### src/mem_pkg.sv
package mem_pkg;

  // Word address width. Gives 256 words of storage.
  localparam int ADDR_W = 8;

  localparam int DATA_W = 32;                      // Width of one memory word.

  // The SRAM spends this many cycles in BUSY before it shows a response.
  localparam int WAIT_CYCLES = 3;

  localparam int WAIT_W = $clog2(WAIT_CYCLES + 1); // Holds any busy cycle count.

  // Requester 0 is the fetch port and requester 1 is the data port.
  localparam int NUM_REQ = 2;
  localparam int REQ_IDX_W = (NUM_REQ > 1) ? $clog2(NUM_REQ) : 1;
  localparam int FETCH_IDX = 0;                    // Arbiter slot of the fetch port.
  localparam int DATA_IDX = 1;                     // Arbiter slot of the data port.

  // One request as it travels from a port through the arbiter to the SRAM.
  typedef struct packed {
    logic              write;                      // High for a store.
    logic [ADDR_W-1:0] addr;                       // Word address.
    logic [DATA_W-1:0] wdata;                      // Store data. Loads leave it at zero.
  } mem_req_t;

  // One response. On a store it carries the word that was overwritten.
  typedef struct packed {
    logic [DATA_W-1:0] rdata;
  } mem_rsp_t;

  // SRAM control states.
  // IDLE takes a request, BUSY counts wait states and RESP holds the response.
  typedef enum logic [1:0] {
    IDLE = 2'b00,
    BUSY = 2'b01,
    RESP = 2'b10
  } sram_state_t;

endpackage

### src/fetch_port.sv
`timescale 1ns/100ps

module fetch_port (
  input  logic                       clk,
  input  logic                       rst,
  input  logic                       redirect_i,     // Loads a new PC and flushes.
  input  logic [mem_pkg::ADDR_W-1:0] redirect_pc_i,
  output logic                       instr_valid_o,  // Instruction stream to the core.
  input  logic                       instr_ready_i,
  output logic [mem_pkg::DATA_W-1:0] instr_o,
  output logic [mem_pkg::ADDR_W-1:0] instr_pc_o,
  output logic                       mem_req_valid_o,
  input  logic                       mem_req_ready_i,
  output mem_pkg::mem_req_t          mem_req_o,
  input  logic                       mem_rsp_valid_i,
  output logic                       mem_rsp_ready_o,
  input  mem_pkg::mem_rsp_t          mem_rsp_i
);

  // One buffered instruction and the PC it was fetched from.
  typedef struct packed {
    logic [mem_pkg::DATA_W-1:0] word;
    logic [mem_pkg::ADDR_W-1:0] pc;
  } fetch_entry_t;

  fetch_entry_t               fifo_q [2];   // Two-entry instruction buffer.
  logic                       wr_ptr_q;
  logic                       rd_ptr_q;
  logic [1:0]                 count_q;      // Valid entries in the buffer.
  logic [mem_pkg::ADDR_W-1:0] pc_q;         // Next PC to request.
  logic                       req_vld_q;    // Request raised and not yet taken.
  logic                       req_stale_q;  // Epoch bit of the raised request.
  logic [mem_pkg::ADDR_W-1:0] req_pc_q;
  logic                       infl_q;       // Request accepted by the SRAM.
  logic                       infl_stale_q; // Epoch bit of the in-flight request.
  logic [mem_pkg::ADDR_W-1:0] infl_pc_q;
  logic [1:0]                 reserved;     // Entries filled or promised.
  logic                       launch;
  logic                       req_take;
  logic                       rsp_take;
  logic                       rsp_keep;
  logic                       deq;

  assign reserved = count_q + 2'(infl_q) + 2'(req_vld_q);
  assign launch   = !req_vld_q && !redirect_i && (reserved < 2'd2);
  assign req_take = mem_req_valid_o && mem_req_ready_i;
  assign rsp_take = mem_rsp_valid_i && infl_q;
  assign rsp_keep = rsp_take && !infl_stale_q && !redirect_i;  // Old-epoch words drop.
  assign deq      = instr_valid_o && instr_ready_i;

  assign mem_req_valid_o = req_vld_q;  // Registered, so it stays stable until taken.
  assign mem_req_o       = '{write: 1'b0, addr: req_pc_q, wdata: '0};
  assign mem_rsp_ready_o = 1'b1;       // Responses are never back-pressured.

  assign instr_valid_o = (count_q != 2'd0);
  assign instr_o       = fifo_q[rd_ptr_q].word;
  assign instr_pc_o    = fifo_q[rd_ptr_q].pc;

  always_ff @(posedge clk) begin
    if (launch) begin
      req_pc_q <= pc_q;
    end
    if (req_take) begin
      infl_pc_q <= req_pc_q;
    end
    if (rsp_keep) begin
      fifo_q[wr_ptr_q] <= '{word: mem_rsp_i.rdata, pc: infl_pc_q};
    end
  end

  always_ff @(posedge clk or negedge rst) begin
    if (!rst) begin
      pc_q         <= '0;
      req_vld_q    <= 1'b0;
      req_stale_q  <= 1'b0;
      infl_q       <= 1'b0;
      infl_stale_q <= 1'b0;
    end else begin
      if (redirect_i) begin
        pc_q <= redirect_pc_i;
      end else if (launch) begin
        pc_q <= pc_q + 1'b1;
      end
      if (launch) begin
        req_vld_q   <= 1'b1;
        req_stale_q <= 1'b0;
      end else begin
        if (req_take) begin
          req_vld_q <= 1'b0;
        end
        if (redirect_i) begin
          req_stale_q <= 1'b1;  // A raised request cannot be withdrawn, only marked.
        end
      end
      if (req_take) begin
        infl_q       <= 1'b1;
        infl_stale_q <= req_stale_q || redirect_i;
      end else begin
        if (rsp_take) begin
          infl_q <= 1'b0;
        end
        if (redirect_i) begin
          infl_stale_q <= 1'b1;
        end
      end
    end
  end

  always_ff @(posedge clk or negedge rst) begin
    if (!rst) begin
      wr_ptr_q <= 1'b0;
      rd_ptr_q <= 1'b0;
      count_q  <= 2'd0;
    end else if (redirect_i) begin
      wr_ptr_q <= 1'b0;  // Flush wins over any write or read this cycle.
      rd_ptr_q <= 1'b0;
      count_q  <= 2'd0;
    end else begin
      wr_ptr_q <= wr_ptr_q ^ rsp_keep;
      rd_ptr_q <= rd_ptr_q ^ deq;
      count_q  <= count_q + 2'(rsp_keep) - 2'(deq);
    end
  end

endmodule

### config.mk
export PLATFORM = sky130hd
export DESIGN_NAME = fetch_port
export DESIGN_NICKNAME = d
export VERILOG_FILES = /design/src/mem_pkg.sv /design/src/fetch_port.sv
export SDC_FILE = /design/constraint.sdc
export NUM_CORES = 1
export LEC_CHECK = 0
export ABC_AREA = 0
export BUFFER_PORTS_ARGS = -buffer_cell sky130_fd_sc_hd__buf_2
export CORE_ASPECT_RATIO = 1.5
export CORE_MARGIN = 1
export CORE_UTILIZATION = 35
export CTS_BUF_LIST = sky130_fd_sc_hd__clkbuf_8
export DETAILED_ROUTE_END_ITERATION = 10
export GPL_TIMING_DRIVEN = 0
export PLACE_DENSITY_LB_ADDON = 0.1
export SYNTH_ARGS = -nofsm -noshare
export SYNTH_HDL_FRONTEND = slang
export SYNTH_SLANG_ARGS = --single-unit
### constraint.sdc
create_clock -name clk -period 8.58 [get_ports clk]
set_input_delay 1.716 -clock clk [delete_from_list [all_inputs] [get_ports clk]]
set_output_delay 1.716 -clock clk [all_outputs]
set_load 0.02 [all_outputs]
==> results_dict.tcl, run 1 <==
set metrics [dict create \
    run_status "complete, no violations" \
    cts_tree "built" \
    power.switching_uw 446 \
    cts_root_buf "clkbuf_8" \
    initial_core_util_pct 36.1 \
    postCtsSetupBuffers 0 \
    yosys-top-cells-area "edfxtp_1, mux2_2, dfrtp_1" \
    grt_pass1_wl_mm 12.5 \
    netlist_area_um2 4510 \
    ys_types 36 \
    timing.hold.ws_ps 455 \
    p_int_uw 931 \
    fin_area_um2 5540 \
    pre_cts_ws_ps 4910 \
    slew_headroom_pct 56.2 \
    fin_ws_ps 4840 \
    dp_hpwl_mm 5.72 \
    grt_pass1_vias 2501 \
    synth_commonest_cells "edfxtp_1, mux2_2, buf_4, dfrtp_1, nand2_1" \
    critical_path_class "flop to output pin" \
    slew_violations 0 \
    irDropWorstVdd_mv 0.121 \
    first_pass_iters 4 \
    clockBufferDepth 2 \
    netlist.area_leader.share_pct 63.9 \
    p_clk_share_pct 21.1 \
    hold_path.class "flop to flop" \
    setup_viol 0 \
    track_usage_pct 12.6 \
    drc 0 \
    routed_wl_mm 8.06 \
    gp_congestion 0.746 \
    ant_nets 0 \
    die_area_um2 13400 \
    clk_pin_slew_ps 100 \
    clk_latency_ps 370 \
    num_antenna_cells 0 \
    timing.final.crit_share_pct 43.6 \
    drt-vias-per-instance 4.38 \
    crit_fanout 10 \
    cp-start-kind "flop" \
    tightest_slew_ps 654 \
    rsz0062_at_grt "false" \
    fin_worst_skew_ps 9.46 \
    place_area_um2 5360 \
    die_h_um 141 \
    ys_seq_area_share_pct 72.8 \
    maxCapViolCount 0 \
    swShare_pct 32.4 \
    synth_cells 271 \
    yosys_warnings 0 \
    layout-drive-gt1-share_pct 46.6 \
    coreArea_um2 12500 \
    vias 2503 \
    synth.most_common_cell "edfxtp_1" \
    hold_violations 0 \
    rows 50 \
    cts.sinks 112 \
    ys_seq_elements 112 \
    synthArstFlopShare_pct 14.3 \
    synth-edff-count 96 \
    fin_crit_ps 3740 \
    postCtsHoldBufs 0 \
    cts_made_buffers 9 \
    synth_largest_area_cell "edfxtp_1" \
    total_power_uw 1380 \
    antenna_found_initial 0 \
    power_density_nw_per_um2 249 \
    cts_resized 0 \
    overflow 0 \
    pwr-share-comb_pct 28.4 \
    end_kind "output pin" \
    routedWlPerCell_um 14.1 \
    nets 460 \
    tns_ps 0 \
    grt_max_degree 27 \
    worstPathRequired_ps 6860 \
    port_buffers 95 \
    drtIter0Drc 52 \
    htreeDepth 3 \
    fp.dieW_um 94.7 \
    area_growth_pct 22.8 \
    syn_avg_cell_area_um2 16.6 \
    synthFlopType "edfxtp_1" \
    p_leak_uw 0.00221 \
    max_freq_mhz 267 \
    crit_arrival_ps 2030 \
    pwr-share-seq_pct 50.5 \
    num_io_pins 130 \
]
-- cell usage in the layout (no fill, tap or decap), drive strengths merged, types with 3 or more instances in the layout --
cell type  instances
a21oi              3
a31oi              4
buf              135
clkbuf            14
clkinv             3
conb              34
dfrtp             16
edfxtp            96
ha                 3
inv                8
mux2              40
mux2i              3
nand2             10
nand3              4
nor2               9
nor2b              4
o21ai              6
or3                3
xor2               3
-- cell type report --
class / instances / area [µm²]
fill: 1205 / 6970
tap: 156 / 195
sequential: 112 / 3280
inverter: 5 / 18.8
clock buffer: 10 / 138
buffer: 42 / 287
clock inverter: 6 / 43.8
multi-input combinational: 144 / 1050
timing repair buffer: 97 / 523
-- worst max-delay path: stages (launching register included) --
cell,delay (ps)
dfrtp_1,330
clkbuf_1,260
buf_1,500
mux2_2,410
buf_2,160
-- worst paths after layout --
check                                       startpoint                     end  slack (ps)  cells after the start
setup / recovery                    rd_ptr_q$_DFF_PN0_              instr_o[8]        4840                      4
hold / removal                  infl_pc_q[0]$_DFFE_PP_  fifo_q[1][0]$_DFFE_PP_         450                      0
setup reg to reg           mem_req_valid_o$_DFFE_PN0P_   req_pc_q[3]$_DFFE_PP_        6370                      5
hold reg to reg                 infl_pc_q[0]$_DFFE_PP_  fifo_q[1][0]$_DFFE_PP_         450                      0
max in group asynchronous                          rst     pc_q[3]$_DFFE_PN0P_        7040                      1
min in group asynchronous                          rst    count_q[1]$_DFF_PN0_        1260                      1
-- cells by family (layout without fill, tap and decap cells) --
logic type	count (synthesis)	count (layout)	share of synthesized area [%]
muxes	43	43	10.7
DFF	112	112	72.8
other	2	34	0.166
xor gates and xnor gates	5	5	0.971
adders and majority gates	3	3	0.832
buffers and inverters	47	160	6.77
and+or+nand+nor	40	40	4.85
AOI/OAI and AO/OA	19	19	2.91
-- layer usage --
layer	vias to the layer above	GRT usage, %	wire [µm]
met1	1195	13.6	3190
met2	82	22.2	4230
li1	1215	-	-
met3	11	3.94	502
met4	0	5.26	144
met5	-	0	0
-- power by group through the flow --
stage,clock network (µW),logic (µW),registers (µW)
final,290,391,696
after detailed placement,0,397,710
after CTS,305,399,698
after floorplan,0,271,714
after global routing,327,428,705
after global placement,0,393,708
-- registers in the layout, summed over array words and instances, names as in the netlist --
signal and count:
pc_q 8, infl_pc_q 8, rd_ptr_q 1, fifo_q 80, wr_ptr_q 1, count_q 2, mem_req_valid_o 1, infl_q 1
infl_stale_q 1, req_pc_q 8, req_stale_q 1
-- per-stage QoR --
step / util, % / cells
finish: 44.3 / 572
global route: 44.3 / 572
CTS: 44.3 / 572
detailed placement: 42.8 / 556
global placement: 42.4 / 554
floorplan: - / 303
(Power assumes the default switching activity.)
==> run 2: changes to the inputs <==
==> constraint.sdc (replaced) <==
create_clock -name clk -period 3.1 [get_ports clk]
set_input_delay 0.62 -clock clk [delete_from_list [all_inputs] [get_ports clk]]
set_output_delay 0.62 -clock clk [all_outputs]
set_load 0.02 [all_outputs]
==> run 2 against run 1 <==
Clock power grew to 3.0 times the previous value. Clock-buffer cell count decreased by 1. Sequential cell count did not move. Hold slack worse by 300 ps. Global-route usage up 0.13 points. Total power grew to 2.8 times the previous value. Critical path depth did not move. Cell count did not move. Cell area rose by 0.36%.
==> results_dict.tcl, run 2 (synthesis results as in run 1) <==
set metrics [dict create \
    run_status "complete, no violations" \
    fin_ws_ps 469 \
    regMostFlops "fifo_q" \
    area_growth_pct 23.2 \
    routed_wl_mm 8.22 \
    grt_pass1_vias 2569 \
    cp-start-kind "flop" \
    place_area_um2 5370 \
    rsz0062_at_grt "false" \
    timing.final.crit_share_pct 84.9 \
    tightest_slew_ps 670 \
    cts_tree "built" \
    postCtsSetupBuffers 0 \
    coreArea_um2 12500 \
    power_density_nw_per_um2 698 \
    first_pass_iters 4 \
    rows 50 \
    final_cell_mix "buf_2, edfxtp_1, mux2_2" \
    irDropWorstVdd_mv 0.262 \
    max_freq_mhz 380 \
    maxCapViolCount 0 \
    num_antenna_cells 0 \
    slew_violations 0 \
    htreeDepth 3 \
    num_io_pins 130 \
    final_cells 572 \
    hold_path.class "input port to asynchronous set/reset pin" \
    worstPathRequired_ps 2480 \
    fin_crit_ps 2630 \
    die_area_um2 13400 \
    drtIter0Drc 57 \
    ant_nets 0 \
    cts_made_buffers 9 \
    p_leak_uw 0.00221 \
    routedWlPerCell_um 14.4 \
    setup_viol 0 \
    pre_cts_ws_ps 428 \
    grt_pass1_wl_mm 12.6 \
    track_usage_pct 12.7 \
    vias 2525 \
    clk_pin_slew_ps 100 \
    crit_arrival_ps 2010 \
    gp_congestion 0.744 \
    crit_fanout 10 \
    antenna_found_initial 0 \
    fin_area_um2 5560 \
    slew_headroom_pct 55.2 \
    cts_resized 0 \
    grt_max_degree 23 \
    cts_root_buf "clkbuf_8" \
    clk_latency_ps 370 \
    drc 0 \
    end_kind "output pin" \
    die_h_um 141 \
    hold_violations 0 \
    dp_cells 556 \
    cts.sinks 112 \
    r2r_cells 5 \
    largest_reg_flops 80 \
    dp_hpwl_mm 5.81 \
    drt-vias-per-instance 4.41 \
    fin_worst_skew_ps 8.76 \
    fp.dieW_um 94.7 \
    nets 460 \
    layout-drive-gt1-share_pct 46.6 \
    initial_core_util_pct 36.1 \
    port_buffers 95 \
    overflow 0 \
    critical_path_class "flop to output pin" \
    postCtsHoldBufs 0 \
    clockBufferDepth 2 \
]
-- run 2: cell count changes in the layout (fill, tap and decap cells not counted) --
cell,delta
buf_12,-1
buf_16,+1
bufinv_16,+1
clkbuf_8,-1
clkinv_1,+1
clkinv_4,-2
clkinvlp_4,+3
inv_1,-1
inv_6,-1
-- run 2: path summary, 6_finish.rpt --
path | start | endpoint | slack [ps]
worst min register to register | infl_pc_q[2]$_DFFE_PP_ | fifo_q[1][2]$_DFFE_PP_ | 460
worst min-delay path | rst | count_q[1]$_DFF_PN0_ | 160
min in group clk | mem_rsp_i[2] | fifo_q[0][10]$_DFFE_PP_ | 430
worst max-delay path | rd_ptr_q$_DFF_PN0_ | instr_o[27] | 470
worst max register to register | mem_req_valid_o$_DFFE_PN0P_ | req_pc_q[3]$_DFFE_PP_ | 850
max in group asynchronous | rst | rd_ptr_q$_DFF_PN0_ | 2650
-- run 2: metal layers --
metal	track usage, %	up-vias	wire [µm]
li1	-	1215	-
met3	2.54	13	476
met2	22.4	85	4330
met5	0	-	0
met4	7.26	0	204
met1	13.9	1212	3210
-- run 2: cell type report --
type	count	area (µm²)
Sequential cell	112	3280
Clock inverter	7	70.1
Clock buffer	9	124
Multi-Input combinational cell	144	1050
Timing Repair Buffer	97	531
Buffer	42	287
Fill cell	1210	6950
Inverter	5	18.8
Tap cell	156	195
-- run 2: critical path, cell delays in order (launching register included) --
cell and delay [ps]:
dfrtp_1 340, clkbuf_1 240, clkbuf_1 490, mux2_2 410, buf_2 160
-- run 2: stage by stage --
stage | utilization [%] | total power [µW] | hold WS [ps] | TNS, ps
floorplan | - | 2730 | 324 | 0
finish | 44.4 | 3880 | 159 | 0
global route | 44.4 | 4090 | 175 | 0
detailed placement | 42.9 | 3060 | 432 | 0
CTS | 44.4 | 3930 | 162 | 0
global placement | 42.4 | 3040 | 424 | -33020
-- run 2: power by group --
group | leakage [µW] | switching (µW) | internal (µW) | total [µW]
Combinational | 0.00106 | 637 | 444 | 1080
Clock | 0.0000893 | 498 | 373 | 871
Sequential | 0.00106 | 115 | 1810 | 1930
Total | 0.00221 | 1250 | 2630 | 3880
==> run 3: changes to the inputs <==
==> constraint.sdc (replaced) <==
create_clock -name clk -period 2.15 [get_ports clk]
set_input_delay 0.43 -clock clk [delete_from_list [all_inputs] [get_ports clk]]
set_output_delay 0.43 -clock clk [all_outputs]
set_load 0.02 [all_outputs]
==> run 3 against run 2 <==
Sequential share of layout area is 0.23 points lower. Setup slack worse by 370 ps. Clock power is 30% higher. Critical endpoint is now instr_o[22].
==> results_dict.tcl, run 3 (synthesis results as in run 1) <==
set metrics [dict create \
    grt_pass1_wl_mm 12.7 \
    dp_hpwl_mm 5.53 \
    pwr-share-comb_pct 28.7 \
    num_antenna_cells 0 \
    regMostFlops "fifo_q" \
    pwr-share-seq_pct 50.7 \
    p_clk_share_pct 20.6 \
    r2r-end "count_q[1]$_DFF_PN0_" \
    vias 2529 \
    routedWlPerCell_um 14.7 \
    worstPathRequired_ps 1720 \
    hold_path_end "fifo_q[0][12]$_DFFE_PP_" \
    routed_wl_mm 8.46 \
    coreArea_um2 12500 \
    num_io_pins 130 \
    power_density_nw_per_um2 989 \
    cts_tree "built" \
    swShare_pct 32.4 \
    whs_path_depth 1 \
    fin_worst_skew_ps 10.5 \
    rows 50 \
    cts_root_buf "clkbuf_8" \
    critical_path_class "flop to output pin" \
    maxCapViolCount 0 \
    slew_headroom_pct 61.9 \
    timing.final.crit_share_pct 95.5 \
    largest_reg_flops 80 \
    p_leak_uw 0.00224 \
    regToRegSetupSlack_ps 190 \
    drt-vias-per-instance 4.40 \
    total_power_uw 5520 \
    seq_area_um2 3280 \
    setup_viol 0 \
    run_status "complete, no violations" \
    num-fill-cells 1217 \
    die_area_um2 13400 \
    track_usage_pct 12.9 \
    fp.dieW_um 94.7 \
    clk_latency_ps 360 \
    rsz0062_at_grt "false" \
    power.switching_uw 1790 \
    tightest_slew_ps 572 \
    clk_pin_slew_ps 100 \
    crit_fanout 10 \
    max_freq_mhz 487 \
    grt_pass1_vias 2489 \
    port_buffers 95 \
    hold_path.class "input port to flop" \
    crit_arrival_ps 1620 \
    cts_made_buffers 9 \
    ant_nets 0 \
    slew_violations 0 \
    fin_area_um2 5580 \
    place_area_um2 5310 \
    overflow 0 \
    end_kind "output pin" \
    die_h_um 141 \
    drc 0 \
    gp_congestion 0.775 \
    r2r_start "count_q[1]$_DFF_PN0_" \
    htreeDepth 3 \
    nets 463 \
    drtIter0Drc 59 \
    grt_max_degree 41 \
    initial_core_util_pct 36.1 \
    cts.sinks 112 \
    multi_input_area_um2 1110 \
    area_growth_pct 23.7 \
    fin_crit_ps 2050 \
    irDropWorstVdd_mv 0.388 \
    clockBufferDepth 2 \
    hold_violations 0 \
    first_pass_iters 4 \
    hp-start "mem_rsp_i[4]" \
    r2r_cells 7 \
    antenna_found_initial 0 \
    cp-start-kind "flop" \
    p_int_uw 3730 \
    layout-drive-gt1-share_pct 48.2 \
    final_cell_mix "buf_2, edfxtp_1, mux2_2" \
]
==> run 3: per-stage QoR <==
stage | setup slack, ps | TNS (ps) | util (%) | hold WS [ps] | cells
after floorplan | 95.8 | 0 | - | 134 | 303
after global placement | -569 | -39270 | 42.4 | 380 | 554
after detailed placement | -621 | -42560 | 42.4 | 376 | 554
after CTS | -77.5 | -1520 | 44.5 | 221 | 573
after global routing | 6.38 | 0 | 44.6 | 218 | 575
final | 96.6 | 0 | 44.6 | 246 | 575
==> run 3: layer usage <==
layer / vias up / track usage [%] / wire (µm)
met4: 0 / 5.82 / 134
met2: 76 / 22.8 / 4500
met3: 11 / 3.18 / 468
met1: 1214 / 14.3 / 3350
li1: 1228 / - / -
met5: - / 0 / 0
==> run 3: power groups by stage <==
stage	registers (µW)	logic [µW]	clock network, µW
CTS	2810	1600	1180
global placement	2820	1560	0
global route	2830	1730	1260
detailed placement	2830	1570	0
finish	2800	1590	1130
floorplan	2850	1080	0
==> run 3: timing repair <==
item | 4_1_cts | 5_1_grt
pin swaps | 1 | 1
cloned | 3 | 0
gates resized for setup | 15 | 1
endpoints found under the hold margin | 16 | 0
endpoints found under the setup margin | 127 | 49
hold buffers | 1 | 0
setup buffers | 0 | 2
==> run 3: cell type report <==
| cell class | instances | share of cell area [%] |
|---|---|---|
| buffer | 41 | 5.34 |
| clock buffer | 10 | 2.47 |
| clock inverter | 6 | 0.672 |
| inverter | 5 | 0.336 |
| multi-input combinational | 147 | 19.9 |
| sequential | 112 | 58.8 |
| tap | 156 | 3.50 |
| timing repair buffer | 98 | 8.97 |
==> run 3: worst max-delay path by stage <==
stage	startpoint	endpoint	slack, ps	cells after the start
after floorplan	redirect_i	fifo_q[0][0]$_DFFE_PP_	100	2
after global placement	redirect_i	fifo_q[0][25]$_DFFE_PP_	-570	3
after global routing	rd_ptr_q$_DFF_PN0_	instr_o[23]	6	3
final	rd_ptr_q$_DFF_PN0_	instr_o[22]	100	3
after detailed placement	redirect_i	fifo_q[0][22]$_DFFE_PP_	-620	3
after CTS	infl_stale_q$_DFFE_PN0P_	count_q[1]$_DFF_PN0_	-80	6
==> run 3: critical path, cell delays in order, from the launching register on <==
cell	delay, ps
dfrtp_1	470
clkbuf_4	280
mux2_2	360
buf_2	160
