$ cat config.mk
export PLATFORM = sky130hd
export DESIGN_NAME = data_port
export DESIGN_NICKNAME = d
export VERILOG_FILES = /design/src/mem_pkg.sv /design/src/data_port.sv
export SDC_FILE = /design/constraint.sdc
export NUM_CORES = 1
export LEC_CHECK = 0
export ABC_AREA = 0
export BUFFER_PORTS_ARGS = -buffer_cell sky130_fd_sc_hd__buf_4
export CORE_UTILIZATION = 44
export DETAILED_ROUTE_END_ITERATION = 8
export GPL_ROUTABILITY_DRIVEN = 0
export PLACE_DENSITY = 0.84
export SLEW_MARGIN = 15
export SYNTH_ARGS = -nofsm -noshare
export SYNTH_HDL_FRONTEND = slang
export SYNTH_SLANG_ARGS = --single-unit
$ cat constraint.sdc
create_clock -name clk -period 7.2 [get_ports clk]
set_clock_uncertainty 0.05 [all_clocks]
set_input_delay 0.36 -clock clk [delete_from_list [all_inputs] [get_ports clk]]
set_output_delay 0.36 -clock clk [all_outputs]
set_load 0.005 [all_outputs]
$ cat src/mem_pkg.sv
package mem_pkg;

  // Word address width. Gives 256 words of storage.
  localparam int ADDR_W = 8;

  localparam int DATA_W = 32;                      // Width of one memory word.

  // The SRAM spends this many cycles in BUSY before it shows a response.
  localparam int WAIT_CYCLES = 3;

  localparam int WAIT_W = $clog2(WAIT_CYCLES + 1); // Holds any busy cycle count.

  // Requester 0 is the fetch port and requester 1 is the data port.
  localparam int NUM_REQ = 2;
  localparam int REQ_IDX_W = (NUM_REQ > 1) ? $clog2(NUM_REQ) : 1;
  localparam int FETCH_IDX = 0;                    // Arbiter slot of the fetch port.
  localparam int DATA_IDX = 1;                     // Arbiter slot of the data port.

  // One request as it travels from a port through the arbiter to the SRAM.
  typedef struct packed {
    logic              write;                      // High for a store.
    logic [ADDR_W-1:0] addr;                       // Word address.
    logic [DATA_W-1:0] wdata;                      // Store data. Loads leave it at zero.
  } mem_req_t;

  // One response. On a store it carries the word that was overwritten.
  typedef struct packed {
    logic [DATA_W-1:0] rdata;
  } mem_rsp_t;

  // SRAM control states.
  // IDLE takes a request, BUSY counts wait states and RESP holds the response.
  typedef enum logic [1:0] {
    IDLE = 2'b00,
    BUSY = 2'b01,
    RESP = 2'b10
  } sram_state_t;

endpackage

$ cat src/data_port.sv
`timescale 1ns/100ps

module data_port (
  input  logic                       clk,
  input  logic                       rst,

  input  logic                       dat_valid_i,  // Load or store from the core.
  output logic                       dat_ready_o,
  input  mem_pkg::mem_req_t          dat_req_i,
  output logic                       dat_done_o,   // One-cycle completion strobe.
  output logic [mem_pkg::DATA_W-1:0] dat_rdata_o,

  output logic                       mem_req_valid_o,  // Toward the arbiter.
  input  logic                       mem_req_ready_i,
  output mem_pkg::mem_req_t          mem_req_o,
  input  logic                       mem_rsp_valid_i,
  output logic                       mem_rsp_ready_o,
  input  mem_pkg::mem_rsp_t          mem_rsp_i
);

  mem_pkg::mem_req_t          req_q;      // The held access.
  logic [mem_pkg::DATA_W-1:0] rdata_q;    // Word from the last response.
  logic                       pend_q;     // An access is held.
  logic                       issued_q;   // The SRAM has accepted it.
  logic                       done_q;
  logic                       dat_take;
  logic                       req_take;
  logic                       rsp_take;

  assign dat_ready_o = !pend_q;  // One access at a time.
  assign dat_take    = dat_valid_i && dat_ready_o;

  // The held request stays on the bus until the arbiter lets it through.
  assign mem_req_valid_o = pend_q && !issued_q;
  assign mem_req_o       = req_q;
  assign req_take        = mem_req_valid_o && mem_req_ready_i;

  assign mem_rsp_ready_o = 1'b1;                        // The response is always taken.
  assign rsp_take        = mem_rsp_valid_i && issued_q;

  assign dat_done_o  = done_q;
  assign dat_rdata_o = rdata_q;

  always_ff @(posedge clk) begin
    if (dat_take) begin
      req_q <= dat_req_i;
    end
    if (rsp_take) begin
      rdata_q <= mem_rsp_i.rdata;  // A store returns the word it replaced.
    end
  end

  always_ff @(posedge clk or negedge rst) begin
    if (!rst) begin
      pend_q   <= 1'b0;
      issued_q <= 1'b0;
      done_q   <= 1'b0;
    end else begin
      done_q <= rsp_take;  // High for the one cycle after the handshake.
      if (dat_take) begin
        pend_q <= 1'b1;
      end else if (rsp_take) begin
        pend_q <= 1'b0;
      end
      if (req_take) begin
        issued_q <= 1'b1;
      end else if (rsp_take) begin
        issued_q <= 1'b0;
      end
    end
  end

endmodule

==> insert_results.sql, run 1 <==
INSERT INTO impl_metrics (metric_group, metric, value, unit) VALUES
('run_status', 'status', 'completed', ''),
('synthesis', 'avgSynthCellArea', '27.4', 'µm²'),
('setup_path', 'cp-end-kind', 'register', ''),
('setup_path', 'worst_path_largest_cell_delay', '0.83', 'ns'),
('pwr', 'vdd_ir_drop_max', '0.199', 'mV'),
('floorplanning', 'start_util', '45.6', '%'),
('setup_path', 'cp_max_fo', '42', ''),
('setup_path', 'r2r_setup_slack', '5.52', 'ns'),
('clock_network', 'cts_tree', 'built', ''),
('sta', 'max_freq', '594', 'MHz'),
('cells_and_area', 'nets', '327', ''),
('setup_path', 'timing.rr.end', 'mem_req_o[11]$_DFFE_PP_', ''),
('setup_path', 'critical_path_arrival', '1.58', 'ns'),
('drt', 'drt-vias-per-instance', '4.42', ''),
('hold_path', 'hold_path_startpoint', 'dat_req_i[3]', ''),
('pwr', 'p_switching', '0.240', 'mW'),
('setup_path', 'critical_path_required', '7.10', 'ns'),
('hold_path', 'hold-path-cell-count', '1', ''),
('grt', 'global_route_wire_length_before_repair', '6730', 'µm'),
('floorplanning', 'core.rowCount', '26', ''),
('cells_and_area', 'fillCellCount', '305', ''),
('setup_path', 'timing.setup.critical_path_class', 'register to register', ''),
('grt', 'globalRouteOverflowTotal', '0', ''),
('clock_network', 'cts.path.max_buffers', '2', ''),
('drt', 'drt_wl_total', '4960', 'µm'),
('sta', 'hold_viol', '0', ''),
('pwr', 'switching_share', '22.0', '%'),
('floorplanning', 'die_h', '74.8', 'µm'),
('synthesis', 'yosys.area.top_type_share', '94.0', '%'),
('flow_run', 'timing.max_cap.violations', '0', ''),
('setup_path', 'critical-path-slowest-cell', 'nor2b_4', ''),
('setup_path', 'critPathBufInv', '0', ''),
('placed_design', 'port_buffers', '153', ''),
('sta', 'maxSlewHeadroom', '30.2', '%'),
('sta', 'slew_viol_final', '0', ''),
('synthesis', 'syn-instance-count', '85', ''),
('setup_path', 'timing.rr.start', 'pend_q$_DFFE_PN0P_', ''),
('floorplanning', 'die-area', '0.00559', 'mm²'),
('clock_network', 'clkLatencyLatePin', '0.33', 'ns'),
('floorplanning', 'die_x', '74.8', 'µm'),
('setup_path', 'critical_path.cell_chain', 'nor2b_4', ''),
('hold_path', 'hp-class', 'input port to register', ''),
('placed_design', 'dp_hpwl', '3800', 'µm'),
('drt', 'routedWlPerCell', '15.3', 'µm'),
('synthesis', 'top_cell_type_by_total_area_after_synthesis', 'edfxtp_1', ''),
('pwr', 'p_int', '0.851', 'mW'),
('clock_network', 'ctsResizeCount', '0', ''),
('sta', 'finalSetupTns', '0', 'ns'),
('synthesis', 'synth.cell_area', '0.00233', 'mm²'),
('synthesis', 'synth.ff_latch_count', '76', ''),
('cells_and_area', 'diodes', '0', ''),
('cells_and_area', 'final_instance_area', '0.00375', 'mm²'),
('setup_path', 'setup.worst_path.start', 'pend_q$_DFFE_PN0P_', ''),
('synthesis', 'synth_seq_area_share', '97.3', '%'),
('placed_design', 'detailed_place.area', '0.00357', 'mm²'),
('hold_path', 'min_to', 'mem_req_o[3]$_DFFE_PP_', ''),
('setup_path', 'critical_path.startpoint_type', 'register', ''),
('pwr', 'static-leakage-power', '1.58', 'nW'),
('grt', 'grt_max_degree', '43', ''),
('sta', 'rsz0062_at_grt', 'no', ''),
('clock_network', 'number_of_sinks_driven_by_the_clock_tree', '76', ''),
('cells_and_area', 'area_growth_syn_to_layout', '61.1', '%'),
('clock_network', 'htree_num_levels', '3', ''),
('grt', 'first_global_vias', '1530', ''),
('clock_network', 'tritoncts.num_buffers', '9', ''),
('cells_and_area', 'layout.cells.most_common_list', '153 x buf_4, 73 x edfxtp_1, 9 x clkbuf_8', ''),
('pwr', 'power_density', '291', 'mW/mm²'),
('drt', 'post-route-drc-count', '0', ''),
('synthesis', 'synthesized_net_count', '163', ''),
('setup_path', 'r2r.worst_path.cells', '1', ''),
('pwr', 'comb_power_share', '18.0', '%');
-- layout make-up --
class | instances | area (µm²) | share of cell area, %
Tap cell | 70 | 87.6 | 2.33
Clock inverter | 2 | 35.0 | 0.933
Sequential cell | 76 | 2270 | 60.4
Inverter | 2 | 7.51 | 0.200
Timing Repair Buffer | 154 | 1160 | 30.9
Multi-Input combinational cell | 6 | 56.3 | 1.50
Clock buffer | 14 | 143 | 3.80
-- worst max-delay path by stage --
stage,to
finish,mem_req_o[11]$_DFFE_PP_
floorplan,mem_req_o[0]$_DFFE_PP_
global placement,mem_req_o[14]$_DFFE_PP_
CTS,mem_req_o[14]$_DFFE_PP_
detailed placement,mem_req_o[19]$_DFFE_PP_
global route,mem_req_o[20]$_DFFE_PP_
-- state kept, by name (all words and copies together) (netlist names) --
register	flops
mem_req_o	41
dat_rdata_o	32
dat_done_o	1
issued_q	1
pend_q	1
-- cells by family after synthesis --
| group | share of synthesized area (%) |
|---|---|
| flops | 97.3 |
| buf+inv | 0.644 |
| compound gates | 0.698 |
| other cells | 0.161 |
| simple gates | 1.23 |
-- per-stage QoR --
step,worst slack [ns],hold slack (ns),cells,power [mW]
final,5.52,0.145,324,1.09
after global routing,5.39,0.125,324,1.14
after CTS,5.50,0.126,324,1.10
after detailed placement,5.46,0.105,307,0.811
after global placement,5.47,0.102,307,0.803
after floorplan,4.45,0.0144,85,0.663
-- cells in the mapped netlist (all sizes together) --
library cell,n
o21bai,1
edfxtp,73
and2,1
buf,1
inv,2
nor2b,2
conb,1
a22o,1
dfrtp,3
-- power groups by stage --
stage | registers (mW) | clock network (mW) | logic (mW)
3_3_place_gp | 0.608 | 0 | 0.195
6_report | 0.602 | 0.292 | 0.196
3_5_place_dp | 0.612 | 0 | 0.198
2_1_floorplan | 0.618 | 0 | 0.0447
4_1_cts | 0.603 | 0.301 | 0.199
5_1_grt | 0.610 | 0.317 | 0.214
-- routing by layer --
layer  track usage, %  wire length (µm)  up-vias
met3             10.7               851       15
met2             30.5              2510      125
li1                 -                 -      658
met5                0                 0        -
met1             15.0              1450      633
met4             13.0               148        0
-- repair_timing --
item / CTS / global route
endpoints found under the hold margin: 3 / 0
hold buffers: 1 / 0
buffers inserted: 0 / 0
No activity file was read; power rests on OpenSTA's default activity.
==> run 2, diff against run 1 <==
--- a/config.mk
+++ b/config.mk
@@ -7,10 +7,10 @@
 export LEC_CHECK = 0
 export ABC_AREA = 0
 export BUFFER_PORTS_ARGS = -buffer_cell sky130_fd_sc_hd__buf_4
-export CORE_UTILIZATION = 44
+export CORE_UTILIZATION = 37
 export DETAILED_ROUTE_END_ITERATION = 8
 export GPL_ROUTABILITY_DRIVEN = 0
-export PLACE_DENSITY = 0.84
+export PLACE_DENSITY = 0.75
 export SLEW_MARGIN = 15
 export SYNTH_ARGS = -nofsm -noshare
 export SYNTH_HDL_FRONTEND = slang
==> constraint.sdc (replaced) <==
create_clock -name clk -period 1.4 [get_ports clk]
set_clock_uncertainty 0.05 [all_clocks]
set_input_delay 0.07 -clock clk [delete_from_list [all_inputs] [get_ports clk]]
set_output_delay 0.07 -clock clk [all_outputs]
set_load 0.005 [all_outputs]
==> run 2 against run 1 <==
- cell count rose by 25%
- via count is 21% higher
- register-to-register slack worse by 5.4 ns
- total power rose to 5.4 times the previous value
- design area up 21%
- sequential power rose to 5.1 times the previous value
- largest power group unchanged
- maximum frequency grew 30%
- clock-buffer cell count shrank 3
- largest cell class unchanged
- wire length rose by 27%
- clock power rose to 5.4 times the previous value
- combinational power rose to 6.3 times the previous value
- utilization up 2.4 points
==> insert_results.sql, run 2 (synthesized netlist as in run 1, its figures left out) <==
INSERT INTO impl_metrics (metric_group, metric, value, unit) VALUES
('run_status', 'status', 'completed', ''),
('placed_design', 'placedCellCount', '313', ''),
('floorplanning', 'start_util', '38.9', '%'),
('cells_and_area', 'layout.cells.most_common', 'buf_4', ''),
('floorplanning', 'die_h', '81.4', 'µm'),
('pwr', 'clock_power_share', '26.5', '%'),
('drt', 'post-route-drc-count', '0', ''),
('hold_path', 'hp-class', 'input port to register', ''),
('sta', 'setup_viol', '0', ''),
('floorplanning', 'die_x', '81.4', 'µm'),
('sta', 'max_freq', '774', 'MHz'),
('cells_and_area', 'nets', '404', ''),
('pwr', 'comb_power_share', '21.0', '%'),
('clock_network', 'number_of_sinks_driven_by_the_clock_tree', '76', ''),
('sta', 'period_share', '92.3', '%'),
('drt', 'via_count', '1734', ''),
('placed_design', 'port_buffers', '153', ''),
('drt', 'drt_first_iter_violations', '45', ''),
('setup_path', 'timing.rr.end', 'dat_rdata_o[17]$_DFFE_PP_', ''),
('grt', 'global_route_wire_length_before_repair', '8690', 'µm'),
('drt', 'routedWlPerCell', '15.5', 'µm'),
('setup_path', 'critical-path-slowest-cell', 'and2_4', ''),
('clock_network', 'htree_num_levels', '3', ''),
('cells_and_area', 'fillCellCount', '332', ''),
('drt', 'top_layer', 'met4', ''),
('setup_path', 'critical_path_arrival', '1.23', 'ns'),
('drt', 'routed_met2_length', '2940', 'µm'),
('pwr', 'static-leakage-power', '1.92', 'nW'),
('setup_path', 'r2r_setup_slack', '0.11', 'ns'),
('pwr', 'vdd_ir_drop_max', '1.19', 'mV'),
('sta', 'postLayoutSetupSlackWorst', '0.108', 'ns'),
('setup_path', 'setup.worst_path.start', 'issued_q$_DFFE_PN0P_', ''),
('setup_path', 'critical_path_required', '1.34', 'ns'),
('clock_network', 'cts_setup_buffers', '0', ''),
('sta', 'hold_viol', '0', ''),
('pwr', 'power_density', '1300', 'mW/mm²'),
('clock_network', 'ctsHoldBuffers', '77', ''),
('clock_network', 'clkLatencyLatePin', '0.33', 'ns'),
('floorplanning', 'core.rowCount', '28', ''),
('pwr', 'p_switching', '1.38', 'mW'),
('grt', 'antenna_found_initial', '0', ''),
('grt', 'globalRouteOverflowTotal', '0', ''),
('clock_network', 'root_buf_cell', 'clkbuf_8', ''),
('cells_and_area', 'diodes', '0', ''),
('setup_path', 'crit_end', 'dat_rdata_o[17]$_DFFE_PP_', ''),
('setup_path', 'worst_path_largest_cell_delay', '0.46', 'ns'),
('setup_path', 'timing.setup.critical_path_class', 'register to register', ''),
('setup_path', 'cp_max_fo', '34', ''),
('grt', 'first_global_vias', '1847', ''),
('setup_path', 'timing.rr.start', 'issued_q$_DFFE_PN0P_', ''),
('sta', 'min_period', '1.29', 'ns'),
('pwr', 'switching_share', '23.3', '%'),
('setup_path', 'cp-end-kind', 'register', ''),
('hold_path', 'hold-path-cell-count', '3', ''),
('drt', 'route.antenna.remaining_nets', '0', ''),
('pwr', 'p_int', '4.53', 'mW'),
('sta', 'slew_viol_final', '0', ''),
('cells_and_area', 'final_layout_size_suffix_gt1_share', '51.7', '%'),
('clock_network', 'cts_tree', 'built', ''),
('cells_and_area', 'area_growth_syn_to_layout', '95.1', '%'),
('drt', 'drt_pre_antenna_iters', '4', ''),
('drt', 'm1WireLength', '2290', 'µm'),
('floorplanning', 'die-area', '0.00662', 'mm²'),
('clock_network', 'cts.path.max_buffers', '2', ''),
('drt', 'drt_wl_total', '6270', 'µm'),
('sta', 'rsz0062_at_grt', 'no', ''),
('floorplanning', 'core_area', '0.00599', 'mm²'),
('clock_network', 'ctsResizeCount', '0', ''),
('setup_path', 'critPathBufInv', '0', ''),
('pwr', 'sequentialPowerShare', '52.5', '%'),
('flow_run', 'timing.max_cap.violations', '0', ''),
('clock_network', 'tritoncts.num_buffers', '9', ''),
('setup_path', 'critical_path_depth', '1', ''),
('cells_and_area', 'layout.cells.most_common_list', '153 x buf_4, 77 x dlygate4sd3_1, 73 x edfxtp_1', ''),
('placed_design', 'worst_slack_at_placement', '0.156', 'ns'),
('sta', 'finalSetupTns', '0', 'ns'),
('placed_design', 'dp_hpwl', '3690', 'µm'),
('clock_network', 'clkSlewWorstSetupHoldPaths', '0.07', 'ns'),
('floorplanning', 'io_pins', '155', ''),
('setup_path', 'critical_path.startpoint_type', 'register', ''),
('grt', 'grt_util_all_layers', '18.8', '%'),
('setup_path', 'critical_path.cell_chain', 'and2_4', ''),
('setup_path', 'r2r.worst_path.cells', '1', ''),
('cells_and_area', 'fin_cells', '406', ''),
('drt', 'met3_length', '918', 'µm'),
('setup_path', 'cp_top_family', 'simple AND/OR/NAND/NOR gates', ''),
('grt', 'grt_max_degree', '42', ''),
('cells_and_area', 'largest_register_ff_count', '41', ''),
('drt', 'drt-vias-per-instance', '4.27', '');
-- run 2: changes by cell type in the layout (fill, tap and decap cells not counted) --
| cell | delta |
|---|---|
| clkinvlp_4 | +1 |
| buf_12 | +1 |
| dlygate4sd3_1 | +76 |
| clkbuf_1 | -3 |
| clkinv_2 | +2 |
-- run 2: worst min-delay path by stage --
stage,slack [ns],to,startpoint
after floorplan,-0.28,dat_done_o$_DFF_PN0_,rst
after global placement,-0.19,dat_done_o$_DFF_PN0_,rst
after detailed placement,-0.19,dat_done_o$_DFF_PN0_,rst
after CTS,0.06,pend_q$_DFFE_PN0P_,dat_valid_i
after global routing,0.07,pend_q$_DFFE_PN0P_,dat_valid_i
final,0.07,pend_q$_DFFE_PN0P_,dat_valid_i
-- run 2: through the flow --
stage | cell area, µm² | total power, mW | hold slack [ns] | utilization [%]
after CTS | 4550 | 5.91 | 0.0597 | 75.9
after detailed placement | 3590 | 4.20 | -0.188 | 60.0
after global routing | 4550 | 6.15 | 0.0693 | 75.9
after floorplan | 2340 | 3.41 | -0.276 | -
after global placement | 3590 | 4.16 | -0.190 | 60.0
final | 4550 | 5.91 | 0.0661 | 75.9
-- run 2: routing by layer --
layer,GRT usage [%],vias to the layer above
met5,0,-
met4,9.29,0
met3,9.10,10
met2,30.8,128
met1,20.1,784
li1,-,812
-- run 2: area by class of cell --
class / count / area [µm²] / share of cell area (%)
clock inverter: 5 / 52.6 / 1.16
inverter: 2 / 7.51 / 0.165
timing repair buffer: 231 / 1940 / 42.6
tap: 75 / 93.8 / 2.06
multi-input combinational: 6 / 56.3 / 1.24
sequential: 76 / 2270 / 49.8
clock buffer: 11 / 131 / 2.89
-- run 2: power groups by stage --
stage                     Clock (mW)  Sequential (mW)  Combinational [mW]
final                           1.57             3.10                1.24
after floorplan                    0             3.17               0.236
after global routing            1.68             3.13                1.34
after CTS                       1.58             3.10                1.23
after detailed placement           0             3.14                1.06
after global placement             0             3.12                1.04
==> run 3, diff against run 2 <==
--- a/config.mk
+++ b/config.mk
@@ -8,8 +8,10 @@
 export ABC_AREA = 0
 export BUFFER_PORTS_ARGS = -buffer_cell sky130_fd_sc_hd__buf_4
 export CORE_UTILIZATION = 37
+export CTS_CLUSTER_SIZE = 16
 export DETAILED_ROUTE_END_ITERATION = 8
 export GPL_ROUTABILITY_DRIVEN = 0
+export GPL_TIMING_DRIVEN = 0
 export PLACE_DENSITY = 0.75
 export SLEW_MARGIN = 15
 export SYNTH_ARGS = -nofsm -noshare
==> run 3 against run 2 <==
- wire length is 7.7% higher
- design area is 0.63% higher
- maximum frequency increased by 0.52%
- sequential cell count stayed put
- critical path depth unchanged
- utilization up 0.48 points
- register-to-register slack about the same
- worst hold slack better by 0.095 ns
- via count is 3.8% higher
- global-route usage up 1.4 points
- cell count rose by 0.74%
- sequential power is 2% higher
- critical path type unchanged
- largest cell class unchanged
- largest power group unchanged
==> insert_results.sql, run 3 (synthesized netlist as in run 1, its figures left out) <==
INSERT INTO impl_metrics (metric_group, metric, value, unit) VALUES
('placed_design', 'placedCellCount', '313', ''),
('placed_design', 'port_buffers', '153', ''),
('setup_path', 'cp_max_fo', '34', ''),
('setup_path', 'cp-end-kind', 'register', ''),
('cells_and_area', 'area_growth_syn_to_layout', '96.3', '%'),
('floorplanning', 'core_area', '0.00599', 'mm²'),
('cells_and_area', 'fillCellCount', '327', ''),
('setup_path', 'critical_path_depth', '1', ''),
('sta', 'rsz0062_at_grt', 'no', ''),
('pwr', 'static-leakage-power', '1.93', 'nW'),
('cells_and_area', 'largest_register_ff_count', '41', ''),
('drt', 'drt_wl_total', '6750', 'µm'),
('cells_and_area', 'fin_cells', '409', ''),
('sta', 'period_share', '91.8', '%'),
('cells_and_area', 'layout.area.seq', '0.00227', 'mm²'),
('clock_network', 'cts.path.max_buffers', '2', ''),
('run_status', 'status', 'completed', ''),
('cells_and_area', 'multi_input_area', '97.6', 'µm²'),
('placed_design', 'worst_slack_at_placement', '-0.366', 'ns'),
('sta', 'postLayoutSetupSlackWorst', '0.115', 'ns'),
('clock_network', 'clkSlewWorstSetupHoldPaths', '0.08', 'ns'),
('cells_and_area', 'layout.cells.most_common_list', '154 x buf_4, 77 x dlygate4sd3_1, 73 x edfxtp_1', ''),
('grt', 'grt_util_all_layers', '20.2', '%'),
('floorplanning', 'start_util', '38.9', '%'),
('clock_network', 'tritoncts.num_buffers', '9', ''),
('drt', 'routed_met2_length', '3280', 'µm'),
('grt', 'globalRouteOverflowTotal', '0', ''),
('clock_network', 'root_buf_cell', 'clkbuf_8', ''),
('setup_path', 'critical_path_required', '1.34', 'ns'),
('hold_path', 'hp-class', 'input port to register', ''),
('setup_path', 'timing.rr.start', 'issued_q$_DFFE_PN0P_', ''),
('drt', 'route.antenna.remaining_nets', '0', ''),
('setup_path', 'worst_path_largest_cell_delay', '0.45', 'ns'),
('setup_path', 'critical_path.cell_chain', 'and2_4', ''),
('sta', 'setup_viol', '0', ''),
('setup_path', 'crit_end', 'dat_rdata_o[21]$_DFFE_PP_', ''),
('setup_path', 'timing.rr.end', 'dat_rdata_o[21]$_DFFE_PP_', ''),
('clock_network', 'cts_tree', 'built', ''),
('floorplanning', 'die-area', '0.00662', 'mm²'),
('flow_run', 'timing.max_cap.violations', '0', ''),
('cells_and_area', 'layout.cells.most_common', 'buf_4', ''),
('grt', 'grt_max_degree', '35', ''),
('setup_path', 'r2r.worst_path.cells', '1', ''),
('clock_network', 'number_of_sinks_driven_by_the_clock_tree', '76', ''),
('clock_network', 'cts_setup_buffers', '0', ''),
('drt', 'routedWlPerCell', '16.5', 'µm'),
('pwr', 'vdd_ir_drop_max', '1.03', 'mV'),
('grt', 'first_global_vias', '1944', ''),
('floorplanning', 'die_x', '81.4', 'µm'),
('drt', 'drt_pre_antenna_iters', '4', ''),
('drt', 'met3_length', '846', 'µm'),
('setup_path', 'critPathBufInv', '0', ''),
('sta', 'max_freq', '778', 'MHz'),
('setup_path', 'setup.worst_path.start', 'issued_q$_DFFE_PN0P_', ''),
('sta', 'min_period', '1.28', 'ns'),
('floorplanning', 'die_h', '81.4', 'µm'),
('drt', 'm1WireLength', '2510', 'µm'),
('setup_path', 'critical-path-slowest-cell', 'and2_4', ''),
('drt', 'post-route-drc-count', '0', ''),
('cells_and_area', 'final_layout_size_suffix_gt1_share', '52.1', '%'),
('setup_path', 'critical_path.startpoint_type', 'register', ''),
('floorplanning', 'core.rowCount', '28', ''),
('sta', 'hold_viol', '0', ''),
('clock_network', 'clkLatencyLatePin', '0.33', 'ns'),
('grt', 'global_route_wire_length_before_repair', '9270', 'µm'),
('cells_and_area', 'nets', '407', ''),
('cells_and_area', 'diodes', '0', ''),
('drt', 'top_layer', 'met4', ''),
('setup_path', 'timing.setup.critical_path_class', 'register to register', ''),
('drt', 'drt-vias-per-instance', '4.40', ''),
('sta', 'slew_viol_final', '0', ''),
('setup_path', 'cp_top_family', 'simple AND/OR/NAND/NOR gates', ''),
('setup_path', 'critical_path_arrival', '1.22', 'ns'),
('clock_network', 'htree_num_levels', '3', ''),
('drt', 'via_count', '1800', ''),
('grt', 'antenna_found_initial', '0', ''),
('setup_path', 'r2r_setup_slack', '0.12', 'ns'),
('pwr', 'finalPower', '5.95', 'mW'),
('drt', 'drt_first_iter_violations', '72', ''),
('pwr', 'power_density', '1300', 'mW/mm²'),
('floorplanning', 'io_pins', '155', '');
run 3: cell count changes in the layout (fill, tap and decap cells not counted):
cell / before / now
buf_12: 1 / 0
buf_4: 153 / 154
clkbuf_1: 2 / 1
clkinv_1: 0 / 2
clkinv_2: 3 / 2
dfrtp_1: 3 / 2
dfrtp_2: 0 / 1
nor2b_4: 2 / 5
run 3: cell type report:
| type | count | area share (%) |
|---|---|---|
| Buffer | 1 | 0.164 |
| Clock buffer | 10 | 2.79 |
| Clock inverter | 6 | 1.20 |
| Inverter | 2 | 0.164 |
| Multi-Input combinational cell | 9 | 2.13 |
| Sequential cell | 76 | 49.6 |
| Tap cell | 75 | 2.05 |
| Timing Repair Buffer | 230 | 41.9 |
run 3: where the power goes:
group          switching (mW)  total, mW  internal [mW]  leakage (nW)
clock network           0.745       1.55          0.806        0.0911
logic                   0.510       1.25          0.744          1.12
registers               0.177       3.15           2.97         0.714
run 3: what timing repair did:
action                                  CTS  global route
gates cloned                              1             2
resized for setup                         2             2
hold buffers                             77             0
endpoints found under the setup margin   42            41
hold endpoints to repair                 77             0
run 3: stage by stage:
step	hold slack [ns]	TNS [ns]	utilization (%)	cell area [µm²]
floorplan	-0.276	-4.36	-	2340
global placement	-0.190	-12.83	59.8	3580
detailed placement	-0.189	-15.21	59.8	3580
CTS	0.203	-0.607	75.9	4550
global route	0.161	0	76.4	4580
finish	0.161	0	76.4	4580
run 3: worst min-delay path by stage:
| stage | start | end | slack, ns | cells past startpoint |
|---|---|---|---|---|
| 4_1_cts | dat_valid_i | mem_req_o[22]$_DFFE_PP_ | 0.20 | 2 |
| 3_3_place_gp | rst | pend_q$_DFFE_PN0P_ | -0.19 | 1 |
| 2_1_floorplan | rst | dat_done_o$_DFF_PN0_ | -0.28 | 0 |
| 6_report | dat_valid_i | mem_req_o[13]$_DFFE_PP_ | 0.16 | 2 |
| 5_1_grt | dat_valid_i | mem_req_o[2]$_DFFE_PP_ | 0.16 | 2 |
| 3_5_place_dp | rst | dat_done_o$_DFF_PN0_ | -0.19 | 1 |
run 3: metal layers:
layer  GRT usage [%]  up-vias
met5               0        -
met4            10.2        0
met3            8.31       10
met2            34.3      134
met1            21.5      835
li1                -      821
